<file path="src/dz_pkg.sv">
package dz_pkg;

    // Matrix geometry.
    localparam int ROWS = 8;
    localparam int ROW_W = 8;   // One-hot row select.
    localparam int COL_W = 8;   // Per colour column bus.

    // Digit and row index share one width.
    localparam int DIGIT_W = 3;

    // Loads above this clamp to it.
    localparam int MAX_DIGIT = 5;

endpackage

</file>
<file path="src/tick_gen.sv">
`timescale 1ns/1ps

module tick_gen #(
    parameter int TICK_DIV = 50_000_000
) (
    input  logic clk,
    input  logic rst,
    input  logic start,
    output logic tick
);

    localparam int CNT_W = (TICK_DIV > 1) ? $clog2(TICK_DIV) : 1;

    logic [CNT_W-1:0] cnt;
    logic             wrap;

    assign wrap = (cnt == CNT_W'(TICK_DIV - 1));

    // Start realigns the phase so steps follow the user.
    always_ff @(posedge clk or posedge rst)
    begin
        if (rst)
        begin
            cnt  <= '0;
            tick <= 1'b0;
        end
        else if (start)
        begin
            cnt  <= '0;
            tick <= 1'b0;
        end
        else
        begin
            cnt  <= wrap ? '0 : cnt + 1'b1;
            tick <= wrap;   // One cycle per wrap.
        end
    end

endmodule

</file>
<file path="src/dz_ctrl.sv">
`timescale 1ns/1ps

module dz_ctrl (
    input  logic                       clk,
    input  logic                       rst,
    input  logic                       start,
    input  logic [dz_pkg::DIGIT_W-1:0] start_val,
    input  logic                       tick,
    output logic [dz_pkg::DIGIT_W-1:0] digit,
    output logic                       show,
    output logic                       busy,
    output logic                       done
);

    logic [dz_pkg::DIGIT_W-1:0] load_val;
    logic                       last_step;

    // Clamp at load.
    always_comb
    begin
        if (start_val > dz_pkg::DIGIT_W'(dz_pkg::MAX_DIGIT))
            load_val = dz_pkg::DIGIT_W'(dz_pkg::MAX_DIGIT);
        else
            load_val = start_val;
    end

    assign last_step = (digit == dz_pkg::DIGIT_W'(1));

    always_ff @(posedge clk or posedge rst)
    begin
        if (rst)
        begin
            digit <= '0;
            show  <= 1'b0;
            busy  <= 1'b0;
            done  <= 1'b0;
        end
        else
        begin
            done <= 1'b0;
            if (start)
            begin
                // Restart wins over any pending tick.
                digit <= load_val;
                show  <= 1'b1;
                busy  <= (load_val != '0);
                done  <= (load_val == '0);   // Zero load finishes at once.
            end
            else if (busy && tick)
            begin
                digit <= digit - 1'b1;
                if (last_step)
                begin
                    busy <= 1'b0;
                    done <= 1'b1;
                end
            end
        end
    end

    // Idle ticks fall through and digit 0 stays lit until the next start.

endmodule

</file>
<file path="src/row_scan.sv">
`timescale 1ns/1ps

module row_scan #(
    parameter int SCAN_DIV = 1000
) (
    input  logic                       clk,
    input  logic                       rst,
    output logic [dz_pkg::DIGIT_W-1:0] row_idx
);

    localparam int PRE_W = (SCAN_DIV > 1) ? $clog2(SCAN_DIV) : 1;

    logic [PRE_W-1:0] pre;
    logic             step;
    logic             last_row;

    assign step     = (pre == PRE_W'(SCAN_DIV - 1));
    assign last_row = (row_idx == dz_pkg::DIGIT_W'(dz_pkg::ROWS - 1));

    // Prescaler sets how long each row stays lit.
    always_ff @(posedge clk or posedge rst)
    begin
        if (rst)
            pre <= '0;
        else if (step)
            pre <= '0;
        else
            pre <= pre + 1'b1;
    end

    always_ff @(posedge clk or posedge rst)
    begin
        if (rst)
            row_idx <= '0;
        else if (step)
        begin
            if (last_row)
                row_idx <= '0;
            else
                row_idx <= row_idx + 1'b1;
        end
    end

endmodule

</file>
<file path="src/dz_show.sv">
`timescale 1ns/1ps

module dz_show (
    input  logic                       clk,
    input  logic                       rst,
    input  logic [dz_pkg::DIGIT_W-1:0] digit,
    input  logic                       show,
    input  logic [dz_pkg::DIGIT_W-1:0] row_idx,
    output logic [dz_pkg::ROW_W-1:0]   row,
    output logic [dz_pkg::COL_W-1:0]   colr,
    output logic [dz_pkg::COL_W-1:0]   colg
);

    logic [dz_pkg::COL_W-1:0] glyph;
    logic                     red_on;
    logic                     grn_on;

    // Row 0 of every glyph is the blank top line.
    function automatic logic [dz_pkg::COL_W-1:0] glyph_row(
        input logic [dz_pkg::DIGIT_W-1:0] d,
        input logic [dz_pkg::DIGIT_W-1:0] r
    );
        logic [dz_pkg::COL_W-1:0] bits;
        bits = '0;
        case (d)
            3'd5:
            begin
                case (r)
                    3'd1:       bits = 8'b0111_1110;
                    3'd2:       bits = 8'b0110_0000;
                    3'd3:       bits = 8'b0111_1100;
                    3'd4, 3'd5: bits = 8'b0000_0110;
                    3'd6:       bits = 8'b0110_0110;
                    3'd7:       bits = 8'b0011_1100;
                    default:    bits = '0;
                endcase
            end
            3'd4:
            begin
                case (r)
                    3'd1, 3'd6, 3'd7: bits = 8'b0000_1100;
                    3'd2:             bits = 8'b0001_1100;
                    3'd3:             bits = 8'b0010_1100;
                    3'd4:             bits = 8'b0100_1100;
                    3'd5:             bits = 8'b0111_1110;
                    default:          bits = '0;
                endcase
            end
            3'd3:
            begin
                case (r)
                    3'd1, 3'd7: bits = 8'b0011_1100;
                    3'd2, 3'd6: bits = 8'b0110_0110;
                    3'd3, 3'd5: bits = 8'b0000_0110;
                    3'd4:       bits = 8'b0001_1100;
                    default:    bits = '0;
                endcase
            end
            3'd2:
            begin
                case (r)
                    3'd1:    bits = 8'b0011_1100;
                    3'd2:    bits = 8'b0110_0110;
                    3'd3:    bits = 8'b0000_0110;
                    3'd4:    bits = 8'b0000_1100;
                    3'd5:    bits = 8'b0011_0000;
                    3'd6:    bits = 8'b0110_0000;
                    3'd7:    bits = 8'b0111_1110;
                    default: bits = '0;
                endcase
            end
            3'd1:
            begin
                case (r)
                    3'd1, 3'd2, 3'd4, 3'd5, 3'd6: bits = 8'b0001_1000;
                    3'd3:                         bits = 8'b0011_1000;
                    3'd7:                         bits = 8'b0111_1110;
                    default:                      bits = '0;
                endcase
            end
            3'd0:
            begin
                // Plain ring.
                case (r)
                    3'd1, 3'd7:                   bits = 8'b0011_1100;
                    3'd2, 3'd3, 3'd4, 3'd5, 3'd6: bits = 8'b0100_0010;
                    default:                      bits = '0;
                endcase
            end
            default: bits = '0;   // 6 and 7 never load.
        endcase
        return bits;
    endfunction

    assign glyph = glyph_row(digit, row_idx);

    // Colour runs red to yellow to green as the count runs out.
    assign red_on = (digit >= dz_pkg::DIGIT_W'(2));
    assign grn_on = (digit <= dz_pkg::DIGIT_W'(3));

    always_ff @(posedge clk or posedge rst)
    begin
        if (rst)
        begin
            row  <= '0;
            colr <= '0;
            colg <= '0;
        end
        else if (show)
        begin
            row  <= dz_pkg::ROW_W'(1) << row_idx;
            colr <= red_on ? glyph : '0;
            colg <= grn_on ? glyph : '0;
        end
        else
        begin
            // Dark until the first start.
            row  <= '0;
            colr <= '0;
            colg <= '0;
        end
    end

endmodule

</file>
<file path="src/dz_top.sv">
`timescale 1ns/1ps

module dz_top #(
    parameter int TICK_DIV = 50_000_000,   // One second at 50 MHz.
    parameter int SCAN_DIV = 6250          // About 1 kHz frame rate.
) (
    input  logic                       clk,
    input  logic                       rst,
    input  logic                       start,
    input  logic [dz_pkg::DIGIT_W-1:0] start_val,
    output logic [dz_pkg::ROW_W-1:0]   row,
    output logic [dz_pkg::COL_W-1:0]   colr,
    output logic [dz_pkg::COL_W-1:0]   colg,
    output logic                       busy,
    output logic                       done
);

    logic                       tick;
    logic [dz_pkg::DIGIT_W-1:0] digit;
    logic                       show;
    logic [dz_pkg::DIGIT_W-1:0] row_idx;

    tick_gen #(
        .TICK_DIV (TICK_DIV)
    ) u_tick_gen (
        .clk   (clk),
        .rst   (rst),
        .start (start),
        .tick  (tick)
    );

    dz_ctrl u_dz_ctrl (
        .clk       (clk),
        .rst       (rst),
        .start     (start),
        .start_val (start_val),
        .tick      (tick),
        .digit     (digit),
        .show      (show),
        .busy      (busy),
        .done      (done)
    );

    // Scans freely from reset.
    row_scan #(
        .SCAN_DIV (SCAN_DIV)
    ) u_row_scan (
        .clk     (clk),
        .rst     (rst),
        .row_idx (row_idx)
    );

    dz_show u_dz_show (
        .clk     (clk),
        .rst     (rst),
        .digit   (digit),
        .show    (show),
        .row_idx (row_idx),
        .row     (row),
        .colr    (colr),
        .colg    (colg)
    );

endmodule

</file>
<file path="config.mk">
export PLATFORM = sky130hd
export DESIGN_NAME = dz_top
export DESIGN_NICKNAME = d
export VERILOG_FILES = /design/src/dz_pkg.sv /design/src/tick_gen.sv /design/src/dz_ctrl.sv /design/src/row_scan.sv /design/src/dz_show.sv /design/src/dz_top.sv
export SDC_FILE = /design/constraint.sdc
export NUM_CORES = 1
export LEC_CHECK = 0
export BUFFER_PORTS_ARGS = -buffer_cell sky130_fd_sc_hd__buf_4
export CORE_MARGIN = 2
export CORE_UTILIZATION = 50
export CTS_CLUSTER_DIAMETER = 100
export DETAILED_ROUTE_END_ITERATION = 12
export GPL_TIMING_DRIVEN = 0
export PLACE_DENSITY = 0.67
export SLEW_MARGIN = 40
export SYNTH_ARGS = -nofsm -noshare
export SYNTH_HDL_FRONTEND = slang
export SYNTH_SLANG_ARGS = --single-unit
</file>
<file path="constraint.sdc">
create_clock -name clk -period 6.7 [get_ports clk]
set_input_delay 0.335 -clock clk [delete_from_list [all_inputs] [get_ports clk]]
set_output_delay 0.335 -clock clk [all_outputs]
set_load 0.005 [all_outputs]
</file>
## Word-level counts from Yosys, hierarchy flattened

Cells that the tools add are included.

| storage, ports and cells | value |
|---|---|
| flip-flop bits (word level) | 73 |
| bits of input ports | 6 |
| output and inout port bits | 26 |

| cells by class | value |
|---|---|
| add/subtract/negate cells | 4 |
| $lt $le $gt $ge | 3 |
| equal/unequal tests | 14 |
| shifts and indexed selects | 1 |
| multiplexer cells | 26 |
| reduce and logical (&&, ||, !) cells | 14 |

Operators with widths:

| operator | count |
|---|---|
| $mux W26 | 2 |
| $pmux W7 S7 | 1 |
| $pmux W8 S6 | 1 |
| $pmux W7 S6 | 1 |
| $mux W8 | 5 |
| $pmux W7 S5 | 1 |
| $pmux W7 S4 | 1 |
| $add A26 B1 Y26 const B | 1 |
| $eq A26 B26 Y1 const B | 1 |
| $pmux W7 S3 | 1 |
| $eq A3 B3 Y1 const B | 6 |
| $pmux W7 S2 | 1 |
| $add A13 B1 Y13 const B | 1 |
| $eq A13 B13 Y1 const B | 1 |
| $mux W13 | 1 |
| $eq A3 B2 Y1 const B | 4 |
| $mux W3 | 4 |
| $reduce_or A5 Y1 | 2 |
| $reduce_or A2 Y1 | 4 |
| $shl A1 B3 Y8 const A | 1 |
| $mux W1 | 7 |
| $eq A3 B1 Y1 const B | 2 |
| $logic_not A3 Y1 | 2 |
| $reduce_bool A2 Y1 | 2 |
| 9 further kinds | 9 |

## Longest topological paths before layout

| depth | value |
|---|---|
| word-level depth | 6 |
| mapped depth | 8 |
| gate-level depth less buffers | 6 |

## Hierarchy

From an unflattened synthesis, not the netlist that was laid out.

| second synthesis, totals | value |
|---|---|
| cells, all modules | 390 |
| area total of the unflattened synthesis | 3821.2 um^2 |

By module, submodules not included:

| module | instances | cells an instance | area each (um^2) | sequential area each (um^2) |
|---|---|---|---|---|
| tick_gen | 1 | 142 | 1411.4 | 675.6 |
| dz_show | 1 | 144 | 1298.7 | 500.5 |
| row_scan | 1 | 70 | 790.8 | 400.4 |
| dz_ctrl | 1 | 34 | 320.3 | 150.1 |

## Worst setup path before layout

OpenSTA, ideal clock, no wires.

| timing | value |
|---|---|
| path type | register to register |
| from | register u_row_scan.row_idx[2] in the netlist's numbering |
| to | register u_dz_show.colg[3] in the netlist's numbering |
| arrival | 1.931 ns |
| setup slack | 4.604 ns |
| stages on the path, launching flop included | 9 |
| path buffers | 2 |
| cells stage by stage | dfrtp_1 > clkbuf_1 > clkbuf_1 > inv_1 > ha_1 > nor2_1 > a221oi_1 > a311oi_1 > a21oi_1 |

| on the way | value |
|---|---|
| longest elaborated chain between the ends | 6 |

RTL lines:

| item | RTL line | RTL |
|---|---|---|
| start: declaration | row_scan.sv:8 | `output logic [dz_pkg::DIGIT_W-1:0] row_idx` |
| start signal: assignment | row_scan.sv:40 | `row_idx <= row_idx + 1'b1;` |
| $eq A3 B1 Y1 (tied with other cells) | - |  |
| $reduce_or A5 Y1 (tied with other cells) | dz_show.sv:74 | `case (r)` |
| $pmux W7 S3 (tied with other cells) | dz_show.sv:74 |  |
| $pmux W8 S6 (*) | dz_show.sv:25 | `case (d)` |
| $mux W8 (*) | dz_show.sv:113 | `colg <= grn_on ? glyph : '0;` |
| $mux W8 (*) | dz_show.sv:109 | `else if (show)` |
| end signal: assignment | dz_show.sv:113 |  |
| end: declaration | dz_show.sv:11 | `output logic [dz_pkg::COL_W-1:0] colg` |

Every way passes the cells marked *; elsewhere a longest branch is shown, timed or not.
A chain may end at the register's enable or synchronous reset.

## Final worst setup path

Ends and elaborated chain as after synthesis.

==> insert_results.sql <==
INSERT INTO impl_metrics (metric_group, metric, value, unit) VALUES
('run_status', 'run_status', 'completed', ''),
('sta', 'hold_viol', '0', ''),
('sta', 'finalSetupViolCount', '0', ''),
('worst_setup_path', 'critical_path.max_stage_delay', '0.53', 'ns'),
('global_route', 'antenna_found_initial', '0', ''),
('routing', 'dr.first_iter.drc_count', '120', ''),
('sta', 'fin_tns_setup', '0', 'ns'),
('placement', 'io_buffers', '27', ''),
('worst_setup_path', 'crit_family', 'buffers and inverters', ''),
('routing', 'vias_per_cell', '5.51', ''),
('synthesis', 'synth_enable_flop_cells', '0', ''),
('routing', 'drcViolationCount', '0', ''),
('worst_setup_path', 'cpMaxStageDelayCell', 'a311oi_1', ''),
('worst_setup_path', 'timing.critical_path.to_type', 'register', ''),
('global_route', 'grt_pass1_wl', '13000', 'µm'),
('placement', 'postPlaceCellArea', '4030', 'µm²'),
('routing', 'dr_total_vias', '2907', ''),
('synthesis', 'number_of_flip_flops_and_latches_in_the_synthesized_netlist', '69', ''),
('power', 'clock_power_share', '45.3', '%'),
('worst_setup_path', 'r2r_end', 'u_dz_show.colg[3]$_DFF_PP0_', ''),
('global_route', 'grt_pass1_vias', '2765', ''),
('layout', 'layout-drive-gt1-share', '13.5', '%'),
('synthesis', 'yosysWarningCount', '0', ''),
('run', 'drv_cap', '0', ''),
('synthesis', 'part_of_the_yosys_area_used_for_sequential_elements', '47.1', '%'),
('layout', 'mostFrequentLayoutCells', 'dfrtp_1, nor2_1, a21oi_1, buf_4, nand2_1', ''),
('sta', 'timing.final.crit_share', '40.8', '%'),
('clocking', 'cts_root_buf', 'clkbuf_8', ''),
('sta', 'clock-skew-final', '0.0106', 'ns'),
('layout', 'layout.cell_area.non_filler', '4270', 'µm²'),
('sta', 'transition_time_at_the_pin_with_the_least_slew_margin', '0.747', 'ns'),
('clocking', 'clockBufferDepth', '2', ''),
('sta', 'finalHoldWorstSlack', '0.209', 'ns'),
('min_path', 'min-delay-start', 'start_val[2]', ''),
('die', 'die-height', '89.6', 'µm'),
('clocking', 'cts.reportedPaths.clkPinSlew', '0.07', 'ns'),
('power', 'seq_power_share', '49.2', '%'),
('die', 'design.core.area', '7180', 'µm²'),
('die', 'die_area', '8030', 'µm²'),
('synthesis', 'fraction_of_registers_with_async_set_or_reset_after_synthesis', '100', '%'),
('placement', 'detailed_place_hpwl', '5250', 'µm'),
('min_path', 'hold-path-cell-count', '2', ''),
('global_route', 'global_route.usage.total', '21.0', '%'),
('worst_setup_path', 'timing.critical_path.mode_cell', 'clkbuf_1', ''),
('worst_setup_path', 'path_cells', 'clkbuf_1, clkbuf_1, inv_1, ha_1, nor2_1, a221oi_1, a311oi_1, a21oi_1', ''),
('placement', 'count_of_placed_standard_cells_including_taps', '511', ''),
('layout', 'antenna-diode-count', '0', ''),
('worst_setup_path', 'critical_path.reg2reg.startpoint', 'u_row_scan.row_idx[2]$_DFFE_PP0N_', ''),
('clocking', 'clock_insertion_delay_worst_skew', '0.35', 'ns'),
('synthesis', 'mean_cell_area_of_the_mapped_netlist', '9.61', 'µm²'),
('power', 'powerDensity', '203', 'nW/µm²'),
('power', 'power.switching', '198', 'µW'),
('routing', 'routed_wire_length_per_instance', '14.5', 'µm'),
('placement', 'place_worst_setup_slack', '4.02', 'ns'),
('worst_setup_path', 'crit_arrival', '2.93', 'ns'),
('worst_setup_path', 'timing.critical_path.from_type', 'register', ''),
('power', 'swShare', '22.9', '%'),
('synthesis', 'synth.cell_area', '3660', 'µm²'),
('sta', 'maxSlewHeadroom', '49.4', '%'),
('power', 'internal_power', '666', 'µW'),
('layout', 'finalNetCount', '447', ''),
('routing', 'drt_first_pass_iters', '4', ''),
('worst_setup_path', 'rrSetupSlack', '3.97', 'ns'),
('synthesis', 'yosys.cell_types.count', '46', ''),
('layout', 'layout.cells.most_common', 'dfrtp_1', ''),
('sta', 'finalWorstPathRequiredPeriod', '2.73', 'ns'),
('sta', 'final.setup.worst_slack', '3.97', 'ns'),
('worst_setup_path', 'worstPathBufferInverterCount', '3', ''),
('power', 'power.leakage', '1.86', 'nW'),
('die', 'io_pins', '32', ''),
('die', 'start_util', '51.0', '%');
flip-flops by register name, summed over array words and instances (netlist names):
| name | cells |
|---|---|
| u_dz_ctrl.busy | 1 |
| u_dz_ctrl.digit | 3 |
| u_dz_ctrl.done | 1 |
| u_dz_ctrl.show | 1 |
| u_dz_show.colg | 6 |
| u_dz_show.colr | 6 |
| u_dz_show.row | 8 |
| u_row_scan.pre | 13 |
| u_row_scan.row_idx | 3 |
| u_tick_gen.cnt | 26 |
| u_tick_gen.tick | 1 |
layer usage:
| layer | up-vias | part of all wire (%) | track usage (%) | routed length, µm |
|---|---|---|---|---|
| li1 | 1430 | - | - | - |
| met1 | 1410 | 46 | 26.7 | 3500 |
| met2 | 55 | 48 | 35.4 | 3700 |
| met3 | 12 | 3.6 | 3.11 | 276 |
| met4 | 0 | 2.0 | 9.77 | 156 |
| met5 | - | 0 | 0 | 0 |
synthesized netlist by cell type, drive strengths merged, types with 4 or more instances:
master,count,area share (%)
and2,7,1.2
clkbuf,10,1.0
and3,5,0.85
a21oi,32,4.4
nand3,18,2.5
nor2,37,3.8
and4,10,2.4
inv,15,1.5
buf,10,1.9
o31ai,8,1.6
nand2b,9,1.5
ha,17,5.8
nor4,4,1.1
mux2i,5,1.4
o21ai,19,2.6
or3,5,0.85
nor2b,5,0.85
nor3,7,0.96
nand2,24,2.5
nand4,7,1.2
xnor2,7,1.7
or4,8,1.6
dfrtp,69,47
xor2,15,3.6
power by group through the flow:
stage / Sequential (mW) / Clock [mW] / Combinational (mW)
after floorplan: 0.432 / 0 / 0.0312
after global placement: 0.433 / 0 / 0.0452
after detailed placement: 0.433 / 0 / 0.0486
after CTS: 0.425 / 0.399 / 0.0492
after global routing: 0.426 / 0.416 / 0.0556
final: 0.425 / 0.392 / 0.0482
cell families (layout without fill, tap and decap cells):
logic type | Yosys count | count (layout) | share of synthesized area (%)
simple gates | 155 | 155 | 23.4
compound gates | 77 | 77 | 12.5
flops | 69 | 69 | 47.1
buf+inv | 35 | 80 | 4.44
xor+xnor | 22 | 22 | 5.26
fa+ha+maj | 17 | 17 | 5.81
mux | 5 | 5 | 1.37
other cells | 1 | 4 | 0.102
repair_timing:
item	CTS	global route
hold buffers	1	0
gates resized for setup	0	0
hold endpoints to repair	8	0
worst max-delay path by stage:
stage | start | to | slack [ns] | depth (start not counted)
after detailed placement | u_row_scan.row_idx[2]$_DFFE_PP0N_ | u_dz_show.colg[3]$_DFF_PP0_ | 4.02 | 8
after CTS | u_row_scan.row_idx[2]$_DFFE_PP0N_ | u_dz_show.colg[3]$_DFF_PP0_ | 4.01 | 8
final | u_row_scan.row_idx[2]$_DFFE_PP0N_ | u_dz_show.colg[3]$_DFF_PP0_ | 3.97 | 8
after global routing | u_row_scan.row_idx[2]$_DFFE_PP0N_ | u_dz_show.colg[3]$_DFF_PP0_ | 3.69 | 8
after floorplan | u_row_scan.row_idx[2]$_DFFE_PP0N_ | u_dz_show.colg[3]$_DFF_PP0_ | 4.60 | 8
after global placement | rst | u_dz_show.colg[2]$_DFF_PP0_ | 3.80 | 2
layout make-up:
cell class	count	area (µm²)	share of cell area, %
inverters	15	61.3	1.44
repair buffers	29	240	5.63
clock buffers	12	155	3.64
well taps	99	124	2.90
plain buffers	20	106	2.49
multi-input cells	280	1780	41.8
clock inverters	4	70.1	1.64
flip-flops and latches	69	1730	40.5
worst register-to-register path, stage by stage (launching register included):
cell and delay, ns:
dfrtp_1 0.43, clkbuf_1 0.35, clkbuf_1 0.36, inv_1 0.15
ha_1 0.31, nor2_1 0.20, a221oi_1 0.11, a311oi_1 0.53
a21oi_1 0.15
Note: power is estimated with default switching activity, not from simulation.
